## config.mk

```make
export PLATFORM = sky130hd
export DESIGN_NAME = gb_timer_subsystem
export DESIGN_NICKNAME = d
export VERILOG_FILES = /design/src/hw/gb_io_pkg.sv /design/src/hw/gb_timer.sv /design/src/hw/gb_interrupt_ctrl.sv /design/src/hw/gb_io_bus.sv /design/src/hw/gb_timer_subsystem.sv
export SDC_FILE = /design/constraint.sdc
export NUM_CORES = 1
export LEC_CHECK = 0
export ABC_AREA = 1
export BUFFER_PORTS_ARGS = -buffer_cell sky130_fd_sc_hd__buf_2
export CAP_MARGIN = 10
export CORE_ASPECT_RATIO = 0.8
export CORE_MARGIN = 2
export CORE_UTILIZATION = 49
export CTS_CLUSTER_SIZE = 8
export DETAILED_ROUTE_END_ITERATION = 8
export HOLD_SLACK_MARGIN = 0.02
export PLACE_DENSITY_LB_ADDON = 0.3
export SLEW_MARGIN = 20
export SYNTH_ARGS = -nofsm -noshare
export SYNTH_HDL_FRONTEND = slang
export SYNTH_SLANG_ARGS = --single-unit
```

## constraint.sdc

```tcl
create_clock -name I_CLOCK -period 2.3 [get_ports I_CLOCK]
set_clock_uncertainty 0.15 [all_clocks]
set_input_delay 0.23 -clock I_CLOCK [delete_from_list [all_inputs] [get_ports I_CLOCK]]
set_output_delay 0.23 -clock I_CLOCK [all_outputs]
set_load 0.1 [all_outputs]
```

## src/hw/gb_io_pkg.sv

```systemverilog
/* Shared definitions of the timer and interrupt I/O block:
   register addresses, bus and interrupt types, TAC rate select */
package gb_io_pkg;

    // Bus and register widths
    typedef logic [15:0] io_addr_t;
    typedef logic [7:0]  io_data_t;

    // Bit 0 vblank, 1 LCD status, 2 timer, 3 serial, 4 joypad
    typedef logic [4:0]  irq_mask_t;

    // Low byte of the interrupt vector
    typedef logic [7:0]  irq_vector_t;

    // Memory-mapped register addresses
    localparam io_addr_t ADDR_DIV  = 16'hFF04;
    localparam io_addr_t ADDR_TIMA = 16'hFF05;
    localparam io_addr_t ADDR_TMA  = 16'hFF06;
    localparam io_addr_t ADDR_TAC  = 16'hFF07;
    localparam io_addr_t ADDR_IF   = 16'hFF0F;
    localparam io_addr_t ADDR_IE   = 16'hFFFF;

    localparam int IRQ_TIMER_BIT = 2;

    // Vector of bit 0, each higher bit adds 8
    localparam irq_vector_t IRQ_VECTOR_BASE = 8'h40;
    localparam irq_vector_t IRQ_VECTOR_NONE = 8'h00;

    // Width of the divider bits below the visible DIV byte
    localparam int DIV_LOW_BITS_DEFAULT = 8;

    // TAC bits 1:0
    typedef enum logic [1:0] {
        RATE_1024 = 2'b00,
        RATE_16   = 2'b01,
        RATE_64   = 2'b10,
        RATE_256  = 2'b11
    } tac_rate_e;

    // Prescaler bit whose falling edge clocks TIMA
    function automatic int unsigned rate_bit(input tac_rate_e rate);
        case (rate)
            RATE_16:  rate_bit = 3;
            RATE_64:  rate_bit = 5;
            RATE_256: rate_bit = 7;
            default:  rate_bit = 9;
        endcase
    endfunction

endpackage

```

## src/hw/gb_timer.sv

```systemverilog
/* Timer block: free-running divider, TAC-gated prescaler and
   TIMA counter with TMA reload and a one-cycle overflow pulse */
module gb_timer #(
    parameter int DIV_LOW_BITS = gb_io_pkg::DIV_LOW_BITS_DEFAULT
) (
    input  logic                I_CLOCK,
    input  logic                I_RESET,
    input  gb_io_pkg::io_data_t wdata,
    input  logic                div_wr,
    input  logic                tima_wr,
    input  logic                tma_wr,
    input  logic                tac_wr,
    output gb_io_pkg::io_data_t div,
    output gb_io_pkg::io_data_t tima,
    output gb_io_pkg::io_data_t tma,
    output gb_io_pkg::io_data_t tac,
    output logic                timer_overflow
);

    localparam int DIVIDER_WIDTH = DIV_LOW_BITS + 8;

    // Divider with DIV as its top byte
    logic [DIVIDER_WIDTH-1:0] divider;

    // Prescaler for TIMA, runs only while the timer is enabled
    logic [9:0] prescaler;

    logic [2:0]          tac_q;
    gb_io_pkg::io_data_t tma_q;
    gb_io_pkg::io_data_t tima_q;

    gb_io_pkg::tac_rate_e rate;
    logic                 timer_en;
    logic                 sel_bit;
    logic                 sel_bit_q;
    logic                 tick;
    gb_io_pkg::io_data_t  reload_value;

    assign rate     = gb_io_pkg::tac_rate_e'(tac_q[1:0]);
    assign timer_en = tac_q[2];

    always_ff @(posedge I_CLOCK or posedge I_RESET) begin
        if (I_RESET) begin
            divider <= '0;
        end else if (div_wr) begin
            divider <= '0;
        end else begin
            divider <= divider + 1'b1;
        end
    end

    always_ff @(posedge I_CLOCK or posedge I_RESET) begin
        if (I_RESET) begin
            prescaler <= '0;
        end else if (timer_en) begin
            prescaler <= prescaler + 1'b1;
        end
    end

    // TAC and TMA are plain write registers
    always_ff @(posedge I_CLOCK or posedge I_RESET) begin
        if (I_RESET) begin
            tac_q <= '0;
        end else if (tac_wr) begin
            tac_q <= wdata[2:0];
        end
    end

    always_ff @(posedge I_CLOCK or posedge I_RESET) begin
        if (I_RESET) begin
            tma_q <= '0;
        end else if (tma_wr) begin
            tma_q <= wdata;
        end
    end

    // Falling edge of the selected prescaler bit
    assign sel_bit = prescaler[gb_io_pkg::rate_bit(rate)];

    always_ff @(posedge I_CLOCK or posedge I_RESET) begin
        if (I_RESET) begin
            sel_bit_q <= 1'b0;
        end else begin
            sel_bit_q <= sel_bit;
        end
    end

    assign tick = sel_bit_q & ~sel_bit & timer_en;

    // A TMA write in the overflow cycle reloads the new value
    assign reload_value = tma_wr ? wdata : tma_q;

    // No overflow when the CPU writes TIMA in the same cycle
    assign timer_overflow = tick & (tima_q == 8'hFF) & ~tima_wr;

    always_ff @(posedge I_CLOCK or posedge I_RESET) begin
        if (I_RESET) begin
            tima_q <= '0;
        end else if (tima_wr) begin
            tima_q <= wdata;
        end else if (tick) begin
            if (tima_q == 8'hFF) begin
                tima_q <= reload_value;
            end else begin
                tima_q <= tima_q + 8'd1;
            end
        end
    end

    assign div  = divider[DIV_LOW_BITS +: 8];
    assign tima = tima_q;
    assign tma  = tma_q;

    // Upper TAC bits are padded by the bus
    assign tac  = {5'b00000, tac_q};

endmodule

```

## src/hw/gb_interrupt_ctrl.sv

```systemverilog
/* Interrupt controller: IF and IE registers, request capture
   and lowest-bit-first priority encoding into the CPU vector */
module gb_interrupt_ctrl (
    input  logic                   I_CLOCK,
    input  logic                   I_RESET,
    input  gb_io_pkg::io_data_t    wdata,
    input  logic                   if_wr,
    input  logic                   ie_wr,
    input  gb_io_pkg::irq_mask_t   ext_irq,
    input  logic                   timer_overflow,
    output gb_io_pkg::io_data_t    if_reg,
    output gb_io_pkg::io_data_t    ie_reg,
    output logic                   irq_pending,
    output gb_io_pkg::irq_vector_t irq_vector
);

    gb_io_pkg::irq_mask_t   if_q;
    gb_io_pkg::irq_mask_t   ie_q;
    gb_io_pkg::irq_mask_t   request;
    gb_io_pkg::irq_mask_t   active;
    gb_io_pkg::irq_vector_t vector;

    // Timer owns its bit, the external line there is dropped
    always_comb begin
        request = ext_irq;
        request[gb_io_pkg::IRQ_TIMER_BIT] = timer_overflow;
    end

    // Written bits replace old flags, new requests always land
    always_ff @(posedge I_CLOCK or posedge I_RESET) begin
        if (I_RESET) begin
            if_q <= '0;
        end else if (if_wr) begin
            if_q <= wdata[4:0] | request;
        end else begin
            if_q <= if_q | request;
        end
    end

    always_ff @(posedge I_CLOCK or posedge I_RESET) begin
        if (I_RESET) begin
            ie_q <= '0;
        end else if (ie_wr) begin
            ie_q <= wdata[4:0];
        end
    end

    assign active = if_q & ie_q;

    // Scan from the top so the lowest set bit is the last to win
    always_comb begin
        vector = gb_io_pkg::IRQ_VECTOR_NONE;
        for (int i = 4; i >= 0; i--) begin
            if (active[i]) begin
                vector = gb_io_pkg::IRQ_VECTOR_BASE + 8'(i * 8);
            end
        end
    end

    assign irq_pending = |active;
    assign irq_vector  = vector;

    // Padding of bits 7:5 happens in the bus
    assign if_reg = {3'b000, if_q};
    assign ie_reg = {3'b000, ie_q};

endmodule

```

## src/hw/gb_io_bus.sv

```systemverilog
/* CPU bus front end: decodes register writes and returns
   read data one cycle after the strobe from a registered mux */
module gb_io_bus (
    input  logic                I_CLOCK,
    input  logic                I_RESET,
    input  gb_io_pkg::io_addr_t addr,
    input  gb_io_pkg::io_data_t wdata,
    input  logic                read_n,
    input  logic                write_n,
    input  gb_io_pkg::io_data_t div,
    input  gb_io_pkg::io_data_t tima,
    input  gb_io_pkg::io_data_t tma,
    input  gb_io_pkg::io_data_t tac,
    input  gb_io_pkg::io_data_t if_reg,
    input  gb_io_pkg::io_data_t ie_reg,
    output logic                div_wr,
    output logic                tima_wr,
    output logic                tma_wr,
    output logic                tac_wr,
    output logic                if_wr,
    output logic                ie_wr,
    output gb_io_pkg::io_data_t rdata,
    output logic                rdata_valid
);

    // Unused register bits read back as ones
    localparam gb_io_pkg::io_data_t TAC_PAD = 8'hF8;
    localparam gb_io_pkg::io_data_t IRQ_PAD = 8'hE0;

    logic                write_en;
    logic                read_en;
    gb_io_pkg::io_data_t read_mux;

    assign write_en = ~write_n;

    // Write wins when both strobes are low
    assign read_en  = ~read_n & write_n;

    assign div_wr  = write_en & (addr == gb_io_pkg::ADDR_DIV);
    assign tima_wr = write_en & (addr == gb_io_pkg::ADDR_TIMA);
    assign tma_wr  = write_en & (addr == gb_io_pkg::ADDR_TMA);
    assign tac_wr  = write_en & (addr == gb_io_pkg::ADDR_TAC);
    assign if_wr   = write_en & (addr == gb_io_pkg::ADDR_IF);
    assign ie_wr   = write_en & (addr == gb_io_pkg::ADDR_IE);

    always_comb begin
        case (addr)
            gb_io_pkg::ADDR_DIV:  read_mux = div;
            gb_io_pkg::ADDR_TIMA: read_mux = tima;
            gb_io_pkg::ADDR_TMA:  read_mux = tma;
            gb_io_pkg::ADDR_TAC:  read_mux = tac | TAC_PAD;
            gb_io_pkg::ADDR_IF:   read_mux = if_reg | IRQ_PAD;
            gb_io_pkg::ADDR_IE:   read_mux = ie_reg | IRQ_PAD;
            default:              read_mux = 8'hFF;
        endcase
    end

    // Captures the value from before the strobe edge
    always_ff @(posedge I_CLOCK or posedge I_RESET) begin
        if (I_RESET) begin
            rdata       <= '0;
            rdata_valid <= 1'b0;
        end else begin
            rdata_valid <= read_en;
            if (read_en) begin
                rdata <= read_mux;
            end
        end
    end

endmodule

```

## src/hw/gb_timer_subsystem.sv

```systemverilog
/* Timer and interrupt I/O subsystem: bus front end, timer
   and interrupt controller on one CPU register port */
module gb_timer_subsystem #(
    parameter int DIV_LOW_BITS = gb_io_pkg::DIV_LOW_BITS_DEFAULT
) (
    input  logic                   I_CLOCK,
    input  logic                   I_RESET,
    input  gb_io_pkg::io_addr_t    addr,
    input  gb_io_pkg::io_data_t    wdata,
    input  logic                   read_n,
    input  logic                   write_n,
    input  gb_io_pkg::irq_mask_t   ext_irq,
    output gb_io_pkg::io_data_t    rdata,
    output logic                   rdata_valid,
    output logic                   irq_pending,
    output gb_io_pkg::irq_vector_t irq_vector
);

    // Register write pulses
    logic div_wr;
    logic tima_wr;
    logic tma_wr;
    logic tac_wr;
    logic if_wr;
    logic ie_wr;

    // Register values back to the read mux
    gb_io_pkg::io_data_t div;
    gb_io_pkg::io_data_t tima;
    gb_io_pkg::io_data_t tma;
    gb_io_pkg::io_data_t tac;
    gb_io_pkg::io_data_t if_reg;
    gb_io_pkg::io_data_t ie_reg;

    logic timer_overflow;

    gb_io_bus bus0 (
        .I_CLOCK     (I_CLOCK),
        .I_RESET     (I_RESET),
        .addr        (addr),
        .wdata       (wdata),
        .read_n      (read_n),
        .write_n     (write_n),
        .div         (div),
        .tima        (tima),
        .tma         (tma),
        .tac         (tac),
        .if_reg      (if_reg),
        .ie_reg      (ie_reg),
        .div_wr      (div_wr),
        .tima_wr     (tima_wr),
        .tma_wr      (tma_wr),
        .tac_wr      (tac_wr),
        .if_wr       (if_wr),
        .ie_wr       (ie_wr),
        .rdata       (rdata),
        .rdata_valid (rdata_valid)
    );

    gb_timer #(
        .DIV_LOW_BITS (DIV_LOW_BITS)
    ) timer0 (
        .I_CLOCK        (I_CLOCK),
        .I_RESET        (I_RESET),
        .wdata          (wdata),
        .div_wr         (div_wr),
        .tima_wr        (tima_wr),
        .tma_wr         (tma_wr),
        .tac_wr         (tac_wr),
        .div            (div),
        .tima           (tima),
        .tma            (tma),
        .tac            (tac),
        .timer_overflow (timer_overflow)
    );

    gb_interrupt_ctrl irq0 (
        .I_CLOCK        (I_CLOCK),
        .I_RESET        (I_RESET),
        .wdata          (wdata),
        .if_wr          (if_wr),
        .ie_wr          (ie_wr),
        .ext_irq        (ext_irq),
        .timer_overflow (timer_overflow),
        .if_reg         (if_reg),
        .ie_reg         (ie_reg),
        .irq_pending    (irq_pending),
        .irq_vector     (irq_vector)
    );

endmodule

```

# Word-level counts from Yosys, hierarchy flattened
# Index checks and enable logic that the tools add are counted.
[word_totals]
regBits = 65
inputBits = 33
output_inout_bits = 18
word_cells = 59
[classes]
add_sub_neg = 3
n_lt_le_gt_ge = 1
eq_ne = 10
n_mux = 15
bitwise_logic = 18
reduce_logical = 2
[ops]
columns = ["operator", "count"]
rows = [
  ["16-bit == test, second input constant", 6],
  ["8-bit case mux with 6 select lines", 1],
  ["7-bit two-way mux", 5],
  ["8-bit two-way mux", 4],
  ["16-bit by 1-bit adder with 16-bit output, second input constant", 1],
  ["16-bit two-way mux", 1],
  ["4-bit case mux with 3 select lines", 1],
  ["1-bit bitwise AND", 11],
  ["10-bit by 1-bit adder with 10-bit output, second input constant", 1],
  ["5-bit bitwise OR", 2],
  ["8-bit by 1-bit adder with 8-bit output, second input constant", 1],
  ["8-bit == test, second input constant", 1],
  ["5-bit bitwise AND", 1],
  ["4-bit by 5-bit < comparator with 1-bit output, second input constant", 1],
  ["5-bit two-way mux", 1],
  ["5-bit OR reduction", 1],
  ["1-bit binary-select mux with 4-bit select", 1],
  ["2-bit == test, second input constant", 2],
  ["1-bit inverter", 4],
  ["2-bit by 1-bit == test with 1-bit output, second input constant", 1],
  ["2-bit nonzero test", 1],
  ["1-bit two-way mux", 1],
]

# Longest topological paths before layout
[depth]
depth_word = 11
depth_mapped = 13
mapped_depth_nobuf = 11

# Hierarchy
# Synthesis repeated with hierarchy kept, for this count alone.
[unflattened]
cells_unflattened = 574
area_unflattened_um2 = 4115.2
[by_module_without_submodules]
columns = ["mod", "n_inst", "cells_each", "area_each_um2", "seq_area_each_um2"]
rows = [
  ["gb_timer", 1, 318, 2492.4, 1151.1],
  ["gb_io_bus", 1, 186, 1066.0, 225.2],
  ["gb_interrupt_ctrl", 1, 70, 556.8, 250.2],
]

# Worst setup path after synthesis
# Ideal clock, no wire load.
[synth_path]
path_type = "reg2out"
from = "reg irq0.if_q[2]"
to = "out irq_vector[3]"
arrival_time_ps = 2689
required_ps = 1920
slack_ps = -769
path_stages_with_launch = 4
n_path_buf = 0
cell_sequence = "dfrtp_1 nand2_1 nand3_1 a21boi_0"
[synth_via]
elab_chain_len = 4
[synth_rtl]
columns = ["item", "line", "source"]
rows = [
  ["start, declared", "gb_interrupt_ctrl.sv:17", "gb_io_pkg::irq_mask_t if_q;"],
  ["start signal, assigned", "gb_interrupt_ctrl.sv:34", "if_q <= wdata[4:0] | request;"],
  ["start signal, assigned", "gb_interrupt_ctrl.sv:36", "if_q <= if_q | request;"],
  ["5-bit bitwise AND", "gb_interrupt_ctrl.sv:48", "assign active = if_q & ie_q;"],
  ["7-bit two-way mux (3 in a row)", "gb_interrupt_ctrl.sv:54", "if (active[i]) begin"],
  ["end, declared", "gb_timer_subsystem.sv:16", "output gb_io_pkg::irq_vector_t irq_vector"],
]
# Every way passes these cells.

# Final worst setup path
[layout_path]
from = "reg irq0.if_q[2]"
to = "out irq_vector[5]"
# Same word-level chain as after synthesis.

==> metrics.txt <==
Die Span X=between 100 and 150 µm; fmax=508 MHz; status=completed; Synth Warn #=0; Starting Density=50.7%; first-pass GRT wire length=between 15 and 20 mm; Core Util, Final=58.4%; crit-path cells=nand2_1 > nand2_1 > nor3_2 > buf_2; Synth area leader=dfrtp_1; top_reg_cell synth=dfrtp_1; row cnt=29; # IOs=51; Total GRT Usage=22.9%; Mean Syn Cell Area=7.44 µm²; height of the die=85.1 µm; full die area=0.00897 mm²; Final ANT Viol Nets=0; Yosys top cell area share=40.4%; htree depth=3; Synth cell types=38; Tcrit/Tclk final=a little under nine tenths; PD cells=~540 mW/mm²; clock transition at the registers of the reported paths=approximately 70 ps; RSZ-0062 raised after global routing=no; flops & latches, synth=65; final HPWL from detailed placement=7.11 mm; CP arrival=about 1600 ps; Root Buffer=clkbuf_8; # setup viols final=0; initial antenna violation count=0; Worst Tran Pin Value=~540 ps; Final Instance Count excl. Fillers=711; Max Transition Viols Final=0; Max Cap Viol=0; Worst path slowest cell=buf_2; largest net degree at the start of global routing=42; layout overhead on the synthesized area=15.2%; vias in the first global route=3438; most frequent cell after synthesis=nand2_1; pre-CTS setup slack=369 ps; Hold/Removal Path Class=input port to register; Final Worst Setup Slack=332 ps; core area=0.00795 mm²; Ant. Diodes=0; Cell Area, Synth=0.00403 mm²; Post-synth top cells=nand2_1, inv_1, dfrtp_1, nor2_1, nand3_1; CTS tree=built; post-CTS setup buffer count=0; nature of the critical path endpoint=output port; wire per inst=13.4 µm; cell count after placement=684; most frequent CP cell=nand2_1; Design Power=2510 µW; vias=3590; CTS resizes=0; ys async rst share=between 90% and 100%; Worst VDD drop=about 0.34 mV; share of cells above drive strength 1=20.2%; number of flops mapped to enable cells by yosys=0; P_leak=0.00240 µW; Setup crit start kind=register; Num CTS Buffers=9; gr ovfl total=0; Critical Path RT=1920 ps; Rel. slew slack=64.0%; Hold Vio Cnt, Final=0; Vias/cell=between 5 and 6; Seq/Total Area, Yosys=around two fifths; Multi-input gate area=about 0.002 mm²; Iteration-0 DRC Markers=~230; routed wire length=9.55 mm; count of input and output buffers=45; gpl congestion=0.888; crit path kind=register to output port; worst-path fanout max=3; largest cells by area after synthesis=dfrtp_1, nand2_1, inv_1, nand3_1, nor2_1; Net count, final=roughly 630; Final min period=1970 ps; slowest stage delay, CP=about 440 ps; drt first pass iters=5; Sequential Area=0.00163 mm²; DRC errors left=0; Clock Sinks=65; Total Neg Setup Slack=0 ps; worst skew pair latency=between 300 and 400 ps; Post-Syn Instances=541; Clock Tree Buf Depth=2; filler instances=753
==> repair_timing <==
| action | 4_1_cts | 5_1_grt |
|---|---|---|
| endpoints found under the hold margin | 34 | 0 |
| hold buffers | 11 | 0 |
| endpoints found under the setup margin | 0 | 0 |
==> area by class of cell <==
type                            count  share of cell area (%)
Sequential cell                    65                    35.1
Timing Repair Buffer               58                    7.82
Multi-Input combinational cell    384                    43.3
Tap cell                          108                    2.91
Inverter                           80                    6.53
Clock buffer                       10                    2.97
Clock inverter                      6                    1.43
==> critical path: cells and delay by family, from the launching register on <==
family	cells	cell delay [ps]
buffers and inverters	1	440
DFF	1	400
and+or+nand+nor	3	400
==> flip-flops by register name, summed over array words and instances, names as in the netlist <==
signal / count
timer0.prescaler: 10
timer0.tac_q: 3
timer0.tima: 8
bus0.rdata: 8
irq0.ie_q: 5
timer0.sel_bit_q: 1
bus0.rdata_valid: 1
timer0.tma: 8
irq0.if_q: 5
timer0.divider: 16
==> final timing paths <==
check | from | cells past startpoint | endpoint | slack, ps
hold / removal | wdata[6] | 3 | timer0.tma[6]$_DFF_PP0_ | 20
min in group asynchronous | I_RESET | 3 | timer0.divider[3]$_DFF_PP0_ | 320
setup reg to reg | timer0.tima[0]$_DFFE_PP0P_ | 11 | timer0.tima[5]$_DFFE_PP0P_ | 340
setup / recovery | irq0.if_q[2]$_DFF_PP0_ | 4 | irq_vector[5] | 330
max in group asynchronous | I_RESET | 4 | timer0.tma[2]$_DFF_PP0_ | 1080
hold reg to reg | bus0.rdata[0]$_DFFE_PP0P_ | 2 | bus0.rdata[0]$_DFFE_PP0P_ | 330
==> logic make-up (layout without fill, tap and decap cells) <==
kind of cell	after synthesis	in the layout	share of synthesized area (%)
flip-flops	65	65	40.4
adder cells (fa/ha/maj)	3	3	0.932
AO/OA/AOI/OAI	44	44	6.28
multiplexers	1	1	0.280
XOR/XNOR	15	15	3.26
AND/OR/NAND/NOR	317	317	38.5
other	1	4	0.0931
buffers and inverters	95	154	10.3
==> report_power, final <==
| part | switching [µW] | internal [µW] | leakage [µW] | total (µW) |
|---|---|---|---|---|
| clock network | 474 | 534 | 0.000107 | 1010 |
| logic | 231 | 79.4 | 0.00151 | 311 |
| registers | 21.1 | 1180 | 0.000786 | 1200 |
| total | 726 | 1790 | 0.00240 | 2510 |
==> stage by stage <==
| step | cell area, µm² | hold WS, ps |
|---|---|---|
| 2_1_floorplan | 4050 | 188 |
| 3_3_place_gp | 4330 | 154 |
| 3_5_place_dp | 4330 | 162 |
| 4_1_cts | 4640 | 21.5 |
| 5_1_grt | 4640 | 38.2 |
| 6_report | 4640 | 18.5 |
==> cells in the final DEF, fill, tap and decap left out, types with 2 or more instances in the layout <==
master         Yosys  final
ha_1               3      3
nor3_1             3      2
nor2_2            10     10
o21ai_0           20     20
inv_1             73     72
o211ai_1           2      2
xnor2_1            6      6
clkinv_4           0      2
nor2_1            65     65
nand2_4            4      4
nand2_2           10     10
clkinv_2           0      2
inv_2              6      7
nor2_4             7      7
dlygate4sd3_1      0     11
nand4_1           20     20
clkbuf_8           0     10
or2_2              2      2
buf_2              4     45
nand3_2            7      7
xor2_1             9      9
a21oi_1           10      9
nand3b_1           3      3
o21ai_1            4      4
dfrtp_1           65     65
o21ai_2            5      5
conb_1             1      4
nand2_1          127    127
nand3_1           54     54
==> layer usage <==
metal | global-route usage [%] | routed length [µm] | up-vias
li1 | - | - | 1825
met1 | 33.8 | 4610 | 1647
met2 | 34.7 | 4170 | 105
met3 | 5.38 | 650 | 13
met4 | 4.48 | 122 | 0
met5 | 0 | 0 | -
No activity file was read; power rests on OpenSTA's default activity.
